## config.mk

```make
export PLATFORM = sky130hd
export DESIGN_NAME = sbuf_bank
export DESIGN_NICKNAME = d
export VERILOG_FILES = /design/src/hw/sbuf_data_pkg.sv /design/src/hw/sbuf_addr_pkg.sv /design/src/hw/sbuf_bank.sv
export VERILOG_INCLUDE_DIRS = /design/src /design/src/include
export SDC_FILE = /design/constraint.sdc
export NUM_CORES = 2
export LEC_CHECK = 0
export BUFFER_PORTS_ARGS = -buffer_cell sky130_fd_sc_hd__clkbuf_2
export CORE_UTILIZATION = 55
export DETAILED_ROUTE_END_ITERATION = 8
export PLACE_DENSITY = 0.73
export SLEW_MARGIN = 20
export SYNTH_ARGS = -nofsm -noshare
export SYNTH_HDL_FRONTEND = slang
export SYNTH_SLANG_ARGS = --single-unit
```

## constraint.sdc

```tcl
create_clock -name nvdla_core_clk -period 5.35 [get_ports nvdla_core_clk]
set_clock_uncertainty 0.1 [all_clocks]
set_input_delay 0.535 -clock nvdla_core_clk [delete_from_list [all_inputs] [get_ports nvdla_core_clk]]
set_output_delay 0.535 -clock nvdla_core_clk [all_outputs]
set_load 0.1 [all_outputs]
```

## src/include/sbuf_config.svh

```systemverilog
`ifndef SBUF_CONFIG_SVH
`define SBUF_CONFIG_SVH

//////////////////////////////////////////////////
// shared buffer geometry
//////////////////////////////////////////////////

// word address seen on each port
`define SBUF_ADDR_BITS 8

// upper address bits pick the bank
`define SBUF_BANK_BITS 3

// lower address bits pick the entry inside a bank
`define SBUF_ENTRY_BITS 5

// must equal 2**SBUF_BANK_BITS
`define SBUF_BANK_NUM 8

// one buffer word
`define SBUF_DATA_BITS 64

`endif
```

## src/hw/sbuf_data_pkg.sv

```systemverilog
`include "sbuf_config.svh"

package sbuf_data_pkg;

  //////////////////////////////////////////////////
  // data words
  //////////////////////////////////////////////////

  // one buffer word
  // same width on write data, bank output and port read data
  // per-bank arrays of this type carry write data into the banks
  // and registered bank words back to the read return
  typedef logic [`SBUF_DATA_BITS-1:0] sbuf_data_t;

endpackage

```

## src/hw/sbuf_addr_pkg.sv

```systemverilog
`include "sbuf_config.svh"

package sbuf_addr_pkg;

  //////////////////////////////////////////////////
  // address fields
  //////////////////////////////////////////////////

  // full word address as driven by a client
  typedef logic [`SBUF_ADDR_BITS-1:0] sbuf_addr_t;

  // bank number, upper slice of the address
  typedef logic [`SBUF_BANK_BITS-1:0] sbuf_bank_sel_t;

  // entry within one bank, lower slice
  typedef logic [`SBUF_ENTRY_BITS-1:0] sbuf_entry_t;

  // one bit per bank
  // write enables, read enables, one-hot port selects
  typedef logic [`SBUF_BANK_NUM-1:0] sbuf_bank_vec_t;

endpackage

```

## src/hw/sbuf_bank.sv

```systemverilog
`timescale 1ns/1ps

`include "sbuf_config.svh"

module sbuf_bank (
  input  logic                       nvdla_core_clk,
  input  logic                       we,
  input  sbuf_addr_pkg::sbuf_entry_t wa,
  input  sbuf_data_pkg::sbuf_data_t  di,
  input  logic                       re,
  input  sbuf_addr_pkg::sbuf_entry_t ra,
  output sbuf_data_pkg::sbuf_data_t  dout
);

  import sbuf_addr_pkg::*;
  import sbuf_data_pkg::*;

  // 32 words per bank
  sbuf_data_t mem [2**`SBUF_ENTRY_BITS];

  //////////////////////////////////////////////////
  // one write and one read per cycle
  //////////////////////////////////////////////////

  always_ff @(posedge nvdla_core_clk) begin
    if (we) begin
      mem[wa] <= di;
    end
    // read-first, same-entry write lands after the sample
    // dout holds while no read
    if (re) begin
      dout <= mem[ra];
    end
  end

endmodule

```

==> impl_metrics.yaml <==
global_route:
  grt_max_degree: 100
  grt_pass1_wl_um: 268000
  grt.overflow.total: 0
  grt_pass1_vias: 37400
  grt_usage: 0.264
  antenna_found_initial: 16
logic_synthesis:
  syn-cell-area_um2: 79600
  synthCells: 3097
  yosys.area_share.adder: 0
  ys_types: 30
  synth_xor_area_frac: 0
  synth_mux_area_frac: 0.186
  synth_top_family_by_area: "multiplexers"
  ys_seq_area_frac: 0.797
  postSynthNetCount: 3174
  yosys.area_share.simple: 0.00376
  syn_area_per_cell_um2: 25.7
  synth_compound_area_frac: 0.00462
  yosys_warnings: 0
  synth-seq-cells: 2112
floorplanning:
  io_pins: 141
  die_y_um: 382
  die-area_um2: 146000
  core_um2: 144000
  start_util: 0.554
  rows: 139
  fp.dieW_um: 382
hold_path:
  hold_path.class: "input port to flip-flop"
  whs_path_depth: 1
worst_setup_path:
  slowest_delay_ps: 600
  cp.required_ps: 5830
  crit_cells: 5
  critPathTopFamily: "multiplexers"
  crit_top_cell: "mux4_2"
  critPathArrivalTime_ps: 3120
  cp_cell_sequence: "buf_8 > buf_12 > mux4_2 > mux4_2 > mux2_2"
  endpoint: "dout[62]"
  reg2reg_slack_ps: 3160
  endpoint_kind: "flip-flop"
  critical_path_class: "input port to flip-flop"
  critPathBufInv: 2
  worstReg2RegEnd: "dout[56]"
  start_kind: "input port"
  critPathLaunch: "ra[0]"
  reg2regPathDepth: 3
  r2r_start: "mem[27][56]"
  slowest_stage: "mux4_2"
  cp_max_fo: 64
sta:
  tightest_slew_ps: 1180
  slew_headroom: 0.213
  hold_viol_final: 0
  setup_viol: 0
  finalMaxSlewViolations: 0
  fin_crit_sh: 0.493
  rsz0062_at_grt: "false"
  clock.fmax_mhz: 379
  totalNegativeSetupSlack_ps: 0
  min_period_ps: 2640
placed_design:
  place_congestion: 0.752
  portBuffers: 140
  hpwlAfterDp_um: 92100
  placed_cells: 5091
clock_network:
  htree_levels: 4
  clock_latency_ps: 830
  cts_hold_buf: 0
  cts_sinks: 2112
  cts_tree: "yes"
  max-clock-path-buffers: 3
  root_buffer: "clkbuf_16"
  path_clk_slew_ps: 60
  post-cts-setup-buffer-count: 0
  numCtsBuffers: 199
  cts_resized: 0
flow_run:
  cap_violations: 0
power:
  p_switching_w: 0.00730
  intPower_w: 0.0271
  power_density_nw_per_um2: 382
  ir_drop_uv: 291
  seqPwrFrac: 0.539
  pwr-share-clk: 0.407
  swShare: 0.212
  comb_power_share: 0.055
  p_leak_nw: 28.0
finish:
  fin_cells: 5471
  syn2layout_area_growth_pct: 13.2
  finish.utilization: 0.627
  drive_gt1_frac: 0.346
  fin_nets: 3466
  fillers: 9190
routing:
  postRouteAntennaNets: 0
  via_count: 36400
  viasPerCell: 6.65
  drc: 48
  wire_per_inst_um: 34.7
  drtIter0Drc: 5074
  wl_um: 190000
  first_pass_iters: 7
outcome:
  violations: "design-rule violations"
  status: "complete, but fails checks"
==> cell families after synthesis <==
family | count (synthesis)
simple gates | 64
buf+inv | 157
mux | 714
flops | 2112
compound gates | 50
==> cells in the mapped netlist <==
cell type | instances | area [um2]
buf_2 | 65 | 325
nand2b_1 | 2 | 12.5
o22ai_1 | 10 | 62.6
nor2_1 | 41 | 154
or3_1 | 1 | 6.26
a221oi_1 | 12 | 105
mux2_2 | 74 | 833
o31a_1 | 3 | 26.3
nand2_1 | 3 | 11.3
clkbuf_1 | 55 | 206
o211ai_1 | 3 | 22.5
and2_0 | 1 | 6.26
or3b_2 | 2 | 17.5
and2_1 | 3 | 18.8
mux2i_1 | 38 | 380
o21ai_0 | 9 | 45.0
nand3b_1 | 5 | 37.5
a22oi_1 | 3 | 22.5
o2bb2ai_1 | 3 | 26.3
edfxtp_1 | 2112 | 63400
nor2b_1 | 4 | 25.0
a211oi_1 | 3 | 22.5
buf_6 | 3 | 33.8
nand3_1 | 2 | 10.0
buf_4 | 14 | 105
inv_2 | 1 | 3.75
a22o_1 | 1 | 8.76
o221ai_1 | 3 | 26.3
buf_1 | 19 | 71.3
mux4_2 | 602 | 13600
==> per-stage QoR <==
step                      area, um2  total power (W)  worst slack (ps)  hold WS, ps
after floorplan               79600           0.0201               893          534
after global placement        83600           0.0207              1880          756
after detailed placement      83600           0.0208              1810          768
after CTS                     90100           0.0346              2690          133
after global routing          90100           0.0353              2560          205
final                         90100           0.0344              2710          191
==> worst register-to-register path, stage by stage, from the launching register on <==
cell and delay (ps):
edfxtp_1 400, mux4_2 530, mux4_2 530, mux2_2 360
==> power by group through the flow <==
stage                     Combinational [W]  Sequential, W  Clock (W)
after floorplan                    0.000924         0.0192          0
after global placement              0.00182         0.0189          0
after detailed placement            0.00188         0.0189          0
after CTS                           0.00189         0.0186     0.0142
after global routing                0.00197         0.0186     0.0148
final                               0.00188         0.0186     0.0140
==> cells in the final DEF (no fill, tap or decap), types with 9 or more instances in the layout <==
cell type  synthesis  routed
a221oi_1          12      12
buf_12             0      44
buf_4             14      63
bufinv_16          0      23
clkbuf_1          55      41
clkbuf_16          0     200
clkbuf_2           0     134
clkinv_1           0      56
clkinv_2           0      31
edfxtp_1        2112    2112
mux2_2            74      74
mux2i_1           38      38
mux4_2           602     602
nor2_1            41       9
nor2_4             0      32
o21ai_0            9       9
o22ai_1           10      10
==> sequential cells by signal (all words and copies together), names as in the netlist <==
| register | count |
|---|---|
| mem | 2048 |
| dout | 64 |
==> worst min path at each step <==
stage	start	endpoint	slack [ps]
global route	re	dout[62]	210
global placement	mem[4][0]	dout[0]	760
detailed placement	mem[21][46]	dout[46]	770
CTS	di[8]	mem[30][8]	130
finish	di[35]	mem[3][35]	190
floorplan	di[0]	mem[0][0]	530
==> final cells by class <==
cell class                 instances  area, um2  area share
inverter                           1       3.75   0.0000417
multi-input combinational        828      15700       0.174
clock inverter                   131       1320      0.0146
sequential                      2112      63400       0.704
clock buffer                     241       5160      0.0573
tap                             1903       2380      0.0264
antenna                            8       20.0    0.000222
timing repair buffer             247       2100      0.0233
==> layer usage <==
layer	global-route usage	up-vias	routed length, um
met3	0.0635	374	22400
met4	0.0865	20	5360
met2	0.411	2339	91500
li1	-	14200	-
met5	0	-	128
met1	0.372	19500	70500
Power figures use the tool's default switching activity.
