--- config.mk ---
export PLATFORM = sky130hd
export DESIGN_NAME = sbuf_port_decode
export DESIGN_NICKNAME = d
export VERILOG_FILES = /design/src/hw/sbuf_data_pkg.sv /design/src/hw/sbuf_addr_pkg.sv /design/src/hw/sbuf_port_decode.sv
export VERILOG_INCLUDE_DIRS = /design/src /design/src/include
export SDC_FILE = /design/constraint.sdc
export NUM_CORES = 1
export LEC_CHECK = 0
export BUFFER_PORTS_ARGS = -buffer_cell sky130_fd_sc_hd__buf_2
export CORE_AREA = 4 4 304 306
export DETAILED_ROUTE_END_ITERATION = 8
export DIE_AREA = 0 0 308 310
export SYNTH_ARGS = -nofsm -noshare
export SYNTH_HDL_FRONTEND = slang
export SYNTH_SLANG_ARGS = --single-unit
--- constraint.sdc ---
create_clock -name vclk -period 4.5
set_input_delay 1.35 -clock vclk [all_inputs]
set_output_delay 1.35 -clock vclk [all_outputs]
set_load 0.01 [all_outputs]
--- src/include/sbuf_config.svh ---
`ifndef SBUF_CONFIG_SVH
`define SBUF_CONFIG_SVH

//////////////////////////////////////////////////
// shared buffer geometry
//////////////////////////////////////////////////

// word address seen on each port
`define SBUF_ADDR_BITS 8

// upper address bits pick the bank
`define SBUF_BANK_BITS 3

// lower address bits pick the entry inside a bank
`define SBUF_ENTRY_BITS 5

// must equal 2**SBUF_BANK_BITS
`define SBUF_BANK_NUM 8

// one buffer word
`define SBUF_DATA_BITS 64

`endif
--- src/hw/sbuf_data_pkg.sv ---
`include "sbuf_config.svh"

package sbuf_data_pkg;

  //////////////////////////////////////////////////
  // data words
  //////////////////////////////////////////////////

  // one buffer word
  // same width on write data, bank output and port read data
  // per-bank arrays of this type carry write data into the banks
  // and registered bank words back to the read return
  typedef logic [`SBUF_DATA_BITS-1:0] sbuf_data_t;

endpackage

--- src/hw/sbuf_addr_pkg.sv ---
`include "sbuf_config.svh"

package sbuf_addr_pkg;

  //////////////////////////////////////////////////
  // address fields
  //////////////////////////////////////////////////

  // full word address as driven by a client
  typedef logic [`SBUF_ADDR_BITS-1:0] sbuf_addr_t;

  // bank number, upper slice of the address
  typedef logic [`SBUF_BANK_BITS-1:0] sbuf_bank_sel_t;

  // entry within one bank, lower slice
  typedef logic [`SBUF_ENTRY_BITS-1:0] sbuf_entry_t;

  // one bit per bank
  // write enables, read enables, one-hot port selects
  typedef logic [`SBUF_BANK_NUM-1:0] sbuf_bank_vec_t;

endpackage

--- src/hw/sbuf_port_decode.sv ---
`timescale 1ns/1ps

`include "sbuf_config.svh"

module sbuf_port_decode (
  input  logic                          p0_wr_en,
  input  sbuf_addr_pkg::sbuf_addr_t     p0_wr_addr,
  input  sbuf_data_pkg::sbuf_data_t     p0_wr_data,
  input  logic                          p1_wr_en,
  input  sbuf_addr_pkg::sbuf_addr_t     p1_wr_addr,
  input  sbuf_data_pkg::sbuf_data_t     p1_wr_data,
  input  logic                          p0_rd_en,
  input  sbuf_addr_pkg::sbuf_addr_t     p0_rd_addr,
  input  logic                          p1_rd_en,
  input  sbuf_addr_pkg::sbuf_addr_t     p1_rd_addr,
  output sbuf_addr_pkg::sbuf_bank_vec_t bank_we,
  output sbuf_addr_pkg::sbuf_entry_t    bank_wa [`SBUF_BANK_NUM],
  output sbuf_data_pkg::sbuf_data_t     bank_wdat [`SBUF_BANK_NUM],
  output sbuf_addr_pkg::sbuf_bank_vec_t bank_re,
  output sbuf_addr_pkg::sbuf_entry_t    bank_ra [`SBUF_BANK_NUM],
  output sbuf_addr_pkg::sbuf_bank_vec_t p0_rd_sel,
  output sbuf_addr_pkg::sbuf_bank_vec_t p1_rd_sel
);

  import sbuf_addr_pkg::*;
  import sbuf_data_pkg::*;

  //////////////////////////////////////////////////
  // address split
  //////////////////////////////////////////////////

  sbuf_bank_sel_t p0_wr_bsel;
  sbuf_bank_sel_t p1_wr_bsel;
  sbuf_bank_sel_t p0_rd_bsel;
  sbuf_bank_sel_t p1_rd_bsel;
  sbuf_entry_t    p0_wr_esel;
  sbuf_entry_t    p1_wr_esel;
  sbuf_entry_t    p0_rd_esel;
  sbuf_entry_t    p1_rd_esel;
  sbuf_bank_vec_t p0_wr_sel;
  sbuf_bank_vec_t p1_wr_sel;

  // bank number from the top bits
  assign p0_wr_bsel = p0_wr_addr[`SBUF_ADDR_BITS-1 -: `SBUF_BANK_BITS];
  assign p1_wr_bsel = p1_wr_addr[`SBUF_ADDR_BITS-1 -: `SBUF_BANK_BITS];
  assign p0_rd_bsel = p0_rd_addr[`SBUF_ADDR_BITS-1 -: `SBUF_BANK_BITS];
  assign p1_rd_bsel = p1_rd_addr[`SBUF_ADDR_BITS-1 -: `SBUF_BANK_BITS];

  // entry from the bottom bits
  assign p0_wr_esel = p0_wr_addr[`SBUF_ENTRY_BITS-1:0];
  assign p1_wr_esel = p1_wr_addr[`SBUF_ENTRY_BITS-1:0];
  assign p0_rd_esel = p0_rd_addr[`SBUF_ENTRY_BITS-1:0];
  assign p1_rd_esel = p1_rd_addr[`SBUF_ENTRY_BITS-1:0];

  //////////////////////////////////////////////////
  // per-bank selects and merge
  //////////////////////////////////////////////////

  for (genvar b = 0; b < `SBUF_BANK_NUM; b++) begin : g_bank
    // one-hot selects, zero when the port is idle
    assign p0_wr_sel[b] = p0_wr_en & (p0_wr_bsel == sbuf_bank_sel_t'(b));
    assign p1_wr_sel[b] = p1_wr_en & (p1_wr_bsel == sbuf_bank_sel_t'(b));
    assign p0_rd_sel[b] = p0_rd_en & (p0_rd_bsel == sbuf_bank_sel_t'(b));
    assign p1_rd_sel[b] = p1_rd_en & (p1_rd_bsel == sbuf_bank_sel_t'(b));

    // write side, and-or merge of both ports
    // both ports on one bank in a cycle is not allowed
    assign bank_we[b]   = p0_wr_sel[b] | p1_wr_sel[b];
    assign bank_wa[b]   = ({`SBUF_ENTRY_BITS{p0_wr_sel[b]}} & p0_wr_esel) |
                          ({`SBUF_ENTRY_BITS{p1_wr_sel[b]}} & p1_wr_esel);
    assign bank_wdat[b] = ({`SBUF_DATA_BITS{p0_wr_sel[b]}} & p0_wr_data) |
                          ({`SBUF_DATA_BITS{p1_wr_sel[b]}} & p1_wr_data);

    // read side, same merge
    assign bank_re[b]   = p0_rd_sel[b] | p1_rd_sel[b];
    assign bank_ra[b]   = ({`SBUF_ENTRY_BITS{p0_rd_sel[b]}} & p0_rd_esel) |
                          ({`SBUF_ENTRY_BITS{p1_rd_sel[b]}} & p1_rd_esel);
  end

endmodule

==> metrics <==
period utilization 0.962; worst path cell trace buf_2 -> nor4bb_4 -> buf_12 -> a22o_1 -> buf_2; DRT Pass-1 Iters 8; Hold WS 3.08 ns; Critical Path Source Type input pin; dpl hpwl 58.5 mm; Rows 110; kind of end point of the critical path output port; layout cells sized above 1 0.616; area of the multi-input gates 5780 um2; FFs & Latches 0; data arrival time of the worst path 2.98 ns; RSZ-0062 raised after global routing no; Iter 0 DRT Violations 1651; final wirelength 75.7 mm; drt drc 0; most used cell, CP buf_2; Commonest cells post-synth a22o_1 (544), buf_1 (148), buf_2 (99); Chip Height 310 um; setup bufs post-CTS 0; top post-synthesis cells by area a22o_1 (67%), buf_1 (7.9%), buf_2 (7.0%); synth unique cells 15; register area share after synthesis 0; Synth Area per Inst 7.61 um2; CP max stage delay 0.41 ns; Synth area leader a22o_1; GRT Total Usage 0.143; Die X 308 um; count of final max-slew check failures 0; post-synthesis cell count 928; worst min path class input pin to output port; count leader, synth a22o_1; vias in the first global route 11320; cells resized by post-CTS repair 0; Fill cells 10354; io pins 788; critical path class input pin to output port; status finished clean; CP required 3.15 ns; Final min period 4.33 ns; Hold Startpoint p0_rd_addr[5]; MaxCap Viol Count 0; CP top delay family buffers and inverters; Yosys top cell area share 0.675; area grow syn2layout 67.3%; syn nets 1092; Via Count 12224; post-DR wirelength/cell 28.6 um; first-pass GRT wire length 96.6 mm; Buf+Inv Stages, Crit Path 3; placer congestion estimate 0.809; hold depth 3; Worst slew margin 0.592; largest net degree at the start of global routing 71; Post-Route Setup TNS 0 ns; Hold Buf Count CTS 0; GRT Residual Overflow 0; YS warnings 0; fmax 231 MHz; Starting Density 0.0788; via/cell ratio 4.61; Least-Margin Pin Slew 0.604 ns; antenna-violating nets left 0; initial antenna violation count 12; FF+latch area 0 um2; Core ar. 89600 um2; IO buf count 788; Post-Syn Area 7060 um2; CP max-delay cell buf_12; die area 95500 um2; Setup violations, final 0; Clock buffer cells 0; Net count, final 1633; Worst Path Max Fanout 70; Final Hold Viols 0; Worst Hold End p0_rd_sel[0]
-- cell usage in the layout (no fill, tap or decap) --
cell type / n
a22o_1: 544
a22o_2: 48
and4_1: 2
and4_4: 2
and4b_1: 6
and4b_4: 6
and4bb_4: 4
buf_12: 25
buf_2: 788
buf_4: 14
diode_2: 6
nor4b_2: 2
nor4b_4: 2
nor4bb_1: 6
nor4bb_4: 2
or2_1: 6
or2_2: 10
-- layer usage --
| layer | vias to the layer above | track usage | wire length (um) |
|---|---|---|---|
| met5 | - | 0 | 0 |
| met4 | 0 | 0.0556 | 3080 |
| met1 | 5909 | 0.175 | 29300 |
| met2 | 1255 | 0.243 | 35400 |
| li1 | 4842 | - | - |
| met3 | 218 | 0.0317 | 7880 |
-- worst max path at each step --
stage                        from              to  cells after the start
finish                   p1_wr_en  bank_wdat[216]                      5
global route             p1_wr_en  bank_wdat[224]                      5
detailed placement       p1_wr_en  bank_wdat[216]                      5
global placement         p1_wr_en  bank_wdat[216]                      5
floorplan           p1_wr_addr[7]  bank_wdat[472]                      3
CTS                      p1_wr_en  bank_wdat[216]                      5
-- layout make-up --
type / count / share of cell area
Antenna cell: 6 / 0.00127
Tap cell: 1176 / 0.125
Timing Repair Buffer: 827 / 0.385
Multi-Input combinational cell: 640 / 0.489
-- cell families after synthesis --
family          after synthesis  synth area share
compound gates              592             0.743
buf+inv                     288             0.193
simple gates                 48            0.0643
-- per-stage QoR --
stage | instances | utilization | setup slack (ns) | instance area (um2)
floorplan | 928 | - | 0.903 | 7060
global placement | 2643 | 0.132 | 0.298 | 11800
detailed placement | 2643 | 0.132 | 0.275 | 11800
CTS | 2643 | 0.132 | 0.269 | 11800
global route | 2644 | 0.132 | 0.191 | 11800
finish | 2649 | 0.132 | 0.171 | 11800
