### config.mk
export PLATFORM = sky130hd
export DESIGN_NAME = sbuf_read_return
export DESIGN_NICKNAME = d
export VERILOG_FILES = /design/src/hw/sbuf_data_pkg.sv /design/src/hw/sbuf_addr_pkg.sv /design/src/hw/sbuf_read_return.sv
export VERILOG_INCLUDE_DIRS = /design/src /design/src/include
export SDC_FILE = /design/constraint.sdc
export NUM_CORES = 1
export LEC_CHECK = 0
export ABC_CLOCK_PERIOD_IN_PS = 2300
export BUFFER_PORTS_ARGS = -buffer_cell sky130_fd_sc_hd__buf_2
export CORE_AREA = 2 2 256 258
export DETAILED_ROUTE_END_ITERATION = 10
export DIE_AREA = 0 0 258 260
export PLACE_DENSITY = 0.4
export SYNTH_ARGS = -nofsm -noshare
export SYNTH_HDL_FRONTEND = slang
export SYNTH_SLANG_ARGS = --single-unit
export TNS_END_PERCENT = 100
### constraint.sdc
create_clock -name nvdla_core_clk -period 2.3 [get_ports nvdla_core_clk]
set_input_delay 0.23 -clock nvdla_core_clk [delete_from_list [all_inputs] [get_ports nvdla_core_clk]]
set_output_delay 0.23 -clock nvdla_core_clk [all_outputs]
set_load 0.01 [all_outputs]
### src/include/sbuf_config.svh
`ifndef SBUF_CONFIG_SVH
`define SBUF_CONFIG_SVH

//////////////////////////////////////////////////
// shared buffer geometry
//////////////////////////////////////////////////

// word address seen on each port
`define SBUF_ADDR_BITS 8

// upper address bits pick the bank
`define SBUF_BANK_BITS 3

// lower address bits pick the entry inside a bank
`define SBUF_ENTRY_BITS 5

// must equal 2**SBUF_BANK_BITS
`define SBUF_BANK_NUM 8

// one buffer word
`define SBUF_DATA_BITS 64

`endif
### src/hw/sbuf_data_pkg.sv
`include "sbuf_config.svh"

package sbuf_data_pkg;

  //////////////////////////////////////////////////
  // data words
  //////////////////////////////////////////////////

  // one buffer word
  // same width on write data, bank output and port read data
  // per-bank arrays of this type carry write data into the banks
  // and registered bank words back to the read return
  typedef logic [`SBUF_DATA_BITS-1:0] sbuf_data_t;

endpackage

### src/hw/sbuf_addr_pkg.sv
`include "sbuf_config.svh"

package sbuf_addr_pkg;

  //////////////////////////////////////////////////
  // address fields
  //////////////////////////////////////////////////

  // full word address as driven by a client
  typedef logic [`SBUF_ADDR_BITS-1:0] sbuf_addr_t;

  // bank number, upper slice of the address
  typedef logic [`SBUF_BANK_BITS-1:0] sbuf_bank_sel_t;

  // entry within one bank, lower slice
  typedef logic [`SBUF_ENTRY_BITS-1:0] sbuf_entry_t;

  // one bit per bank
  // write enables, read enables, one-hot port selects
  typedef logic [`SBUF_BANK_NUM-1:0] sbuf_bank_vec_t;

endpackage

### src/hw/sbuf_read_return.sv
`timescale 1ns/1ps

`include "sbuf_config.svh"

module sbuf_read_return (
  input  logic                          nvdla_core_clk,
  input  logic                          reset,
  input  logic                          p0_rd_en,
  input  sbuf_addr_pkg::sbuf_bank_vec_t p0_rd_sel,
  input  logic                          p1_rd_en,
  input  sbuf_addr_pkg::sbuf_bank_vec_t p1_rd_sel,
  input  sbuf_data_pkg::sbuf_data_t     bank_rdat [`SBUF_BANK_NUM],
  output sbuf_data_pkg::sbuf_data_t     p0_rd_data,
  output sbuf_data_pkg::sbuf_data_t     p1_rd_data
);

  import sbuf_addr_pkg::*;
  import sbuf_data_pkg::*;

  sbuf_bank_vec_t p0_sel_d1;
  sbuf_bank_vec_t p1_sel_d1;
  logic           p0_rd_en_d1;
  logic           p1_rd_en_d1;
  sbuf_data_t     p0_rdat;
  sbuf_data_t     p1_rdat;

  // and-or pick of the bank word flagged in sel
  function automatic sbuf_data_t bank_mux(input sbuf_bank_vec_t sel,
                                          input sbuf_data_t rdat [`SBUF_BANK_NUM]);
    sbuf_data_t acc;
    acc = '0;
    for (int b = 0; b < `SBUF_BANK_NUM; b++) begin
      acc = acc | ({`SBUF_DATA_BITS{sel[b]}} & rdat[b]);
    end
    return acc;
  endfunction

  //////////////////////////////////////////////////
  // stage 1, track which bank answers
  //////////////////////////////////////////////////

  // captured on the same edge the bank samples its read
  always_ff @(posedge nvdla_core_clk) begin
    if (reset) begin
      p0_sel_d1   <= '0;
      p1_sel_d1   <= '0;
      p0_rd_en_d1 <= 1'b0;
      p1_rd_en_d1 <= 1'b0;
    end else begin
      p0_sel_d1   <= p0_rd_sel;
      p1_sel_d1   <= p1_rd_sel;
      p0_rd_en_d1 <= p0_rd_en;
      p1_rd_en_d1 <= p1_rd_en;
    end
  end

  //////////////////////////////////////////////////
  // stage 2, bank mux and port output register
  //////////////////////////////////////////////////

  assign p0_rdat = bank_mux(p0_sel_d1, bank_rdat);
  assign p1_rdat = bank_mux(p1_sel_d1, bank_rdat);

  // loads only on a returning read, holds otherwise
  always_ff @(posedge nvdla_core_clk) begin
    if (p0_rd_en_d1) begin
      p0_rd_data <= p0_rdat;
    end
    if (p1_rd_en_d1) begin
      p1_rd_data <= p1_rdat;
    end
  end

endmodule

==> impl_metrics.env, run 1 <==
export IMPL_status="completed"
export IMPL_synth_edff_count=128
export IMPL_cts_sinks=146
export IMPL_postSynthNetCount=1449
export IMPL_routed_wl_um=66300
export IMPL_yosysTopAreaCellShare_pct=38.2
export IMPL_hold_slack_ps=67.6
export IMPL_grt_usage_pct=18.9
export IMPL_yosysSeqAreaShare_pct=41.8
export IMPL_antenna_found_initial=8
export IMPL_syn_cell_area_mm2=0.0101
export IMPL_nNetsFinal=2063
export IMPL_grt_pass1_vias=13400
export IMPL_tightestPinTransition_ps=1150
export IMPL_cts_tree="yes"
export IMPL_yosys_top_cells_count="a22oi_1, edfxtp_1, nand4_1, buf_6, buf_2"
export IMPL_power_leakage_nw=5.53
export IMPL_setup_tns_ps=0
export IMPL_ios=660
export IMPL_post_cts_resized=0
export IMPL_routedWlPerCell_um=27.6
export IMPL_fin_skew_ps=22.2
export IMPL_htreeDepth=4
export IMPL_antenna_left=0
export IMPL_layout_area_seq_mm2=0.00427
export IMPL_hold_path_class="input pin to flop"
export IMPL_rrSetupSlack_ps=530
export IMPL_die_area_mm2=0.0671
export IMPL_ys_ff_latch=146
export IMPL_grt_pass1_wl_um=92000
export IMPL_cts_setup_buffers=0
export IMPL_via_count=12600
export IMPL_clkLatencyLatePin_ps=490
export IMPL_rsz0062_at_grt="no"
export IMPL_path_clk_slew_ps=80
export IMPL_ir_worst_vdd_mv=0.554
export IMPL_min_period_ps=1770
export IMPL_gp_congestion=0.912
export IMPL_powerDensity_mw_per_mm2=568
export IMPL_grt_max_degree=65
export IMPL_multi_input_area_mm2=0.00476
export IMPL_clock_fmax_ghz=0.565
export IMPL_finish_instance_area_mm2=0.0146
export IMPL_fillerInstances=7033
export IMPL_slew_viol_final=0
export IMPL_syn_to_final_growth_pct=45.2
export IMPL_avgSynthCellArea_um2=11.0
export IMPL_end_kind="flop"
export IMPL_cp_start_kind="flop"
export IMPL_min_period_over_period_pct=77.0
export IMPL_slew_headroom_pct=23.1
export IMPL_async_flop_share_pct=0
export IMPL_drcViolationCount=0
export IMPL_cts_hold_buf=18
export IMPL_maxCapViolations=0
export IMPL_drive_gt1_share_pct=47.8
export IMPL_numCtsBuffers=17
export IMPL_crit_fanout=47
export IMPL_hpwl_um=46300
export IMPL_vias_per_cell=5.24
export IMPL_clock_root_buffer="clkbuf_16"
export IMPL_ys_types=10
export IMPL_fp_row_count=93
export IMPL_crit_type="flop to flop"
export IMPL_fp_dieW_um=258
export IMPL_hold_viol=0
export IMPL_worst_ep_required_time_ps=2640
export IMPL_dpl_instance_area_mm2=0.0138
export IMPL_clockBufferDepth=2
export IMPL_fp_dieH_um=260
export IMPL_setup_viol_count_final=0
export IMPL_drtIter0Drc=1536
export IMPL_netlist_top_cell_by_area="a22oi_1"
export IMPL_fp_coreArea_mm2=0.0641
export IMPL_yosys_warnings=0
export IMPL_portBuffers=659
export IMPL_gr_total_overflow=0
export IMPL_synth_area_leaders="a22oi_1, edfxtp_1, buf_6"
export IMPL_synth_most_common_cell="a22oi_1"
export IMPL_start_util_pct=15.7
export IMPL_synth_flop_cell="edfxtp_1"
export IMPL_synthCells=917
export IMPL_cp_arrival_ps=2110
export IMPL_firstDrtPassIters=7
[critical path, stage by stage (launching register included)]
cell and delay [ps]:
dfxtp_4 860, buf_4 440, a22oi_1 160, nand4_1 160
[cells by family after synthesis]
| logic type | share of synthesized area (%) |
|---|---|
| AO/OA/AOI/OAI | 38.2 |
| AND/OR/NAND/NOR | 9.11 |
| flip-flops | 41.8 |
| buffers and inverters | 10.8 |
[metal layers]
metal / GRT usage (%) / vias to the layer above / routed length [µm]
li1: - / 5298 / -
met1: 23.2 / 6158 / 26400
met2: 31.0 / 985 / 31400
met3: 4.74 / 144 / 6060
met4: 8.70 / 0 / 2440
met5: 0 / - / 0
[sequential cells by signal, summed over array words and instances, names as in the netlist]
| signal | count |
|---|---|
| p0_rd_en_d1 | 1 |
| p1_rd_data | 64 |
| p1_rd_en_d1 | 1 |
| p0_sel_d1 | 8 |
| p1_sel_d1 | 8 |
| p0_rd_data | 64 |
[cell type report]
cell class                      instances  area share, %
Antenna cell                            3         0.0514
Clock buffer                           20           3.06
Clock inverter                         12           1.23
Multi-Input combinational cell        658           32.6
Sequential cell                       146           29.3
Tap cell                              855           7.33
Timing Repair Buffer                  708           26.5
[through the flow]
step / setup WS [ps] / util (%) / cells / total power, mW
final: 529 / 22.8 / 2402 / 8.30
after floorplan: 203 / - / 917 / 4.11
after detailed placement: 571 / 21.5 / 2349 / 5.15
after global routing: 465 / 22.8 / 2402 / 8.66
after global placement: 579 / 21.5 / 2349 / 5.16
after CTS: 568 / 22.8 / 2399 / 8.40
[worst paths after layout]
| kind | start | to | cells past startpoint |
|---|---|---|---|
| worst max-delay path | p1_sel_d1[6]$_SDFF_PP0_ | p1_rd_data[42]$_DFFE_PP_ | 3 |
| worst min-delay path | bank_rdat[290] | p1_rd_data[34]$_DFFE_PP_ | 3 |
| worst max register to register | p1_sel_d1[6]$_SDFF_PP0_ | p1_rd_data[42]$_DFFE_PP_ | 3 |
| worst min register to register | p1_rd_en_d1$_SDFF_PP0_ | p1_rd_data[56]$_DFFE_PP_ | 0 |
[layout by cell type (no fill, tap or decap)]
master	n
a22oi_1	512
and2b_1	2
buf_12	12
buf_2	659
buf_4	19
bufinv_16	4
clkbuf_1	2
clkbuf_16	17
clkbuf_8	1
clkinv_2	2
clkinvlp_4	3
dfxtp_4	18
diode_2	3
dlygate4sd3_1	18
edfxtp_1	128
inv_6	3
nand4_1	128
nor2b_1	16
[report_power, final]
part	leakage [nW]	internal (mW)	switching [mW]
Sequential	1.24	3.04	0.329
Combinational	3.99	0.833	0.947
Clock	0.297	1.85	1.30
Total	5.53	5.72	2.58
Note: power is estimated with default switching activity, not from simulation.
==> run 2: changes to the inputs <==
- ABC_CLOCK_PERIOD_IN_PS: 2300 -> 1550
- CORE_AREA: 2 2 256 258 -> 2 2 254 256
- DIE_AREA: 0 0 258 260 -> 0 0 256 258
- PLACE_DENSITY: 0.4 -> 0.42
- clock period: 2.3 -> 1.55 ns (I/O delays scaled with it)
==> run 2 against run 1 <==
  * The run now fails in 4_1_cts
  * Area after synthesis unchanged
  * Synthesized cell count unchanged
==> impl_metrics.env, run 2 <==
export IMPL_fp_dieW_um=256
export IMPL_synth_most_common_cell="a22oi_1"
export IMPL_cts_setup_buffers=0
export IMPL_cts_hold_buf=478
export IMPL_fp_dieH_um=258
export IMPL_synth_top_family_by_area="compound AO/OA/AOI/OAI gates"
export IMPL_synth_flop_cell="edfxtp_1"
export IMPL_yosysSeqAreaShare_pct=41.8
export IMPL_ys_types=10
export IMPL_gp_congestion=0.937
export IMPL_async_flop_share_pct=0
export IMPL_portBuffers=659
export IMPL_post_cts_resized=0
export IMPL_synth_xor_area_share_pct=0
export IMPL_cts_sinks=146
export IMPL_netlist_top_cell_by_area="a22oi_1"
export IMPL_synth_adder_area_share_pct=0
export IMPL_clock_root_buffer="clkbuf_16"
export IMPL_yosys_top_cells_count="a22oi_1, edfxtp_1, nand4_1, buf_6, buf_2"
export IMPL_syn_cell_area_mm2=0.0101
export IMPL_hpwl_um=43600
export IMPL_yosys_warnings=0
export IMPL_yosys_area_share_simple_pct=9.11
export IMPL_fp_row_count=93
export IMPL_numCtsBuffers=17
export IMPL_clockBufferDepth=2
export IMPL_synthMuxAreaShare_pct=0
export IMPL_avgSynthCellArea_um2=11.0
export IMPL_htreeDepth=4
export IMPL_start_util_pct=15.8
export IMPL_synthCells=917
export IMPL_failing_step="4_1_cts"
export IMPL_yosysTopAreaCellShare_pct=38.2
export IMPL_synth_edff_count=128
export IMPL_status="aborted with a tool error"
export IMPL_synth_compound_area_share_pct=38.2
export IMPL_ios=660
export IMPL_ys_ff_latch=146
export IMPL_postSynthNetCount=1449
export IMPL_error="[ERROR RSZ-0060] Max buffer count reached."
export IMPL_synth_area_leaders="a22oi_1, edfxtp_1, buf_6"
run 2: cell counts after synthesis:
No cell type changed its count.
run 2: metrics by stage:
stage,cell area [µm²],std cells,util (%),hold WS (ps),setup WS (ps)
2_1_floorplan,10100,917,-,219,128
3_3_place_gp,14000,2356,22.0,362,170
3_5_place_dp,14000,2356,22.0,367,163
run 2: cells by family after synthesis:
group           Yosys count
buf+inv                 113
flops                   146
compound gates          512
simple gates            146
==> run 3: changes to the inputs <==
- ABC_CLOCK_PERIOD_IN_PS: 1550 -> 2000
- CORE_AREA: 2 2 254 256 -> 2 2 258 260
- DIE_AREA: 0 0 256 258 -> 0 0 260 262
- PLACE_DENSITY: 0.42 -> default
- PLACE_DENSITY_LB_ADDON: default -> 0.15
- clock period: 1.55 -> 2 ns (I/O delays scaled with it)
==> run 3 against run 2 <==
  * The flow now finishes without violations
==> impl_metrics.env, run 3 (synthesized netlist as in run 1, its figures left out) <==
export IMPL_grt_usage_pct=18.6
export IMPL_drtIter0Drc=1430
export IMPL_clock_root_buffer="clkbuf_16"
export IMPL_end_kind="flop"
export IMPL_cts_sinks=146
export IMPL_antenna_left=0
export IMPL_slew_viol_final=0
export IMPL_crit_end="p1_rd_data[51]$_DFFE_PP_"
export IMPL_path_clk_slew_ps=70
export IMPL_cp_start_kind="flop"
export IMPL_final_common_cell="buf_2"
export IMPL_numCtsBuffers=17
export IMPL_status="completed"
export IMPL_fp_dieH_um=262
export IMPL_drive_gt1_share_pct=46.1
export IMPL_grt_pass1_vias=13400
export IMPL_firstDrtPassIters=8
export IMPL_fillerInstances=7286
export IMPL_setup_tns_ps=0
export IMPL_routed_wl_um=67000
export IMPL_antenna_found_initial=18
export IMPL_drcViolationCount=0
export IMPL_crit_reg2reg_launch="p1_sel_d1[6]$_SDFF_PP0_"
export IMPL_fp_row_count=94
export IMPL_hold_viol=0
export IMPL_die_area_mm2=0.0681
export IMPL_min_period_ps=1790
export IMPL_start_util_pct=15.4
export IMPL_hold_depth=3
export IMPL_r2r_cells=2
export IMPL_crit_fanout=64
export IMPL_min_period_over_period_pct=89.6
export IMPL_switchingPower_mw=3.02
export IMPL_swShare_pct=32.5
export IMPL_hpwl_um=43400
export IMPL_ios=660
export IMPL_rrSetupSlack_ps=210
export IMPL_maxCapViolations=0
export IMPL_grt_max_degree=65
export IMPL_gr_total_overflow=0
export IMPL_rsz0062_at_grt="no"
export IMPL_clkLatencyLatePin_ps=490
export IMPL_clock_power_share_pct=36.5
export IMPL_reg2reg_to="p1_rd_data[51]$_DFFE_PP_"
export IMPL_hp_start="bank_rdat[263]"
export IMPL_hold_path_class="input pin to flop"
export IMPL_routedWlPerCell_um=27.7
export IMPL_reg_top3="p0_rd_data: 64 flops, p1_rd_data: 64 flops"
export IMPL_fin_skew_ps=14.7
export IMPL_cts_tree="yes"
export IMPL_tightestPinTransition_ps=1260
export IMPL_dpl_worst_slack_ps=249
export IMPL_powerDensity_mw_per_mm2=637
export IMPL_worst_ep_required_time_ps=2330
export IMPL_postLayoutSetupSlackWorst_ps=209
export IMPL_crit_type="flop to flop"
export IMPL_cp_arrival_ps=2130
export IMPL_fp_coreArea_mm2=0.0653
export IMPL_gp_congestion=0.862
export IMPL_nNetsFinal=2067
export IMPL_vias_per_cell=5.18
export IMPL_cts_setup_buffers=0
export IMPL_internal_power_mw=6.27
export IMPL_setup_viol_count_final=0
export IMPL_pwr_share_comb_pct=19.7
export IMPL_htreeDepth=4
export IMPL_layout_common_cells="buf_2, a22oi_1, nand4_1, edfxtp_1, dlygate4sd3_1"
export IMPL_crit_path_start="p1_sel_d1[6]$_SDFF_PP0_"
export IMPL_via_count=12500
export IMPL_slew_headroom_pct=15.9
export IMPL_clock_fmax_ghz=0.558
export IMPL_power_frac_seq_pct=43.8
export IMPL_clockBufferDepth=2
export IMPL_fp_dieW_um=260
export IMPL_portBuffers=659
export IMPL_power_leakage_nw=5.47
export IMPL_grt_pass1_wl_um=91400
export IMPL_syn_to_final_growth_pct=45.0
export IMPL_ir_worst_vdd_mv=0.619
[run 3: worst min path at each step]
stage	endpoint	slack, ps
after floorplan	p1_rd_en_d1$_SDFF_PP0_	260
after global placement	p0_sel_d1[6]$_SDFF_PP0_	410
after detailed placement	p0_sel_d1[7]$_SDFF_PP0_	410
after CTS	p1_rd_data[7]$_DFFE_PP_	0.1
after global routing	p0_rd_data[16]$_DFFE_PP_	20
final	p1_rd_data[7]$_DFFE_PP_	40
[run 3: routing by layer]
metal	GRT usage, %	wire length, µm	vias up
li1	-	-	5317
met1	21.9	25700	6173
met4	7.63	1790	18
met2	31.7	32900	883
met3	5.31	6410	150
met5	0	115	-
[run 3: cell type report]
type                       count  area [µm²]  area share, %
clock buffer                  18         429           2.95
sequential                   146        4270           29.3
clock inverter                14         139          0.953
multi-input combinational    658        4760           32.7
timing repair buffer         712        3870           26.6
antenna                        8        20.0          0.137
tap                          864        1080           7.42
[run 3: repair_timing]
| item | CTS | global route |
|---|---|---|
| gates resized for setup | 0 | 0 |
| hold buffers | 45 | 0 |
| hold endpoints to repair | 50 | 0 |
[run 3: critical path: stages, from the launching register on]
cell     delay (ps)
dfxtp_4        1150
a22oi_1         270
nand4_1         170
[run 3: through the flow]
stage | std cells | area [µm²] | util, % | hold WS (ps) | power, mW
floorplan | 917 | 10100 | - | 264 | 4.73
global placement | 2335 | 13500 | 20.7 | 408 | 5.86
detailed placement | 2335 | 13500 | 20.7 | 412 | 5.86
CTS | 2412 | 14600 | 22.3 | 0.106 | 9.39
global route | 2420 | 14600 | 22.3 | 22.4 | 9.64
finish | 2420 | 14600 | 22.3 | 42.4 | 9.28
[run 3: power by group through the flow]
| stage | clock (mW) | sequential [mW] | combinational [mW] |
|---|---|---|---|
| detailed placement | 0 | 4.11 | 1.75 |
| floorplan | 0 | 3.68 | 1.05 |
| CTS | 3.52 | 4.04 | 1.82 |
| finish | 3.39 | 4.07 | 1.83 |
| global route | 3.58 | 4.07 | 1.99 |
| global placement | 0 | 4.11 | 1.75 |
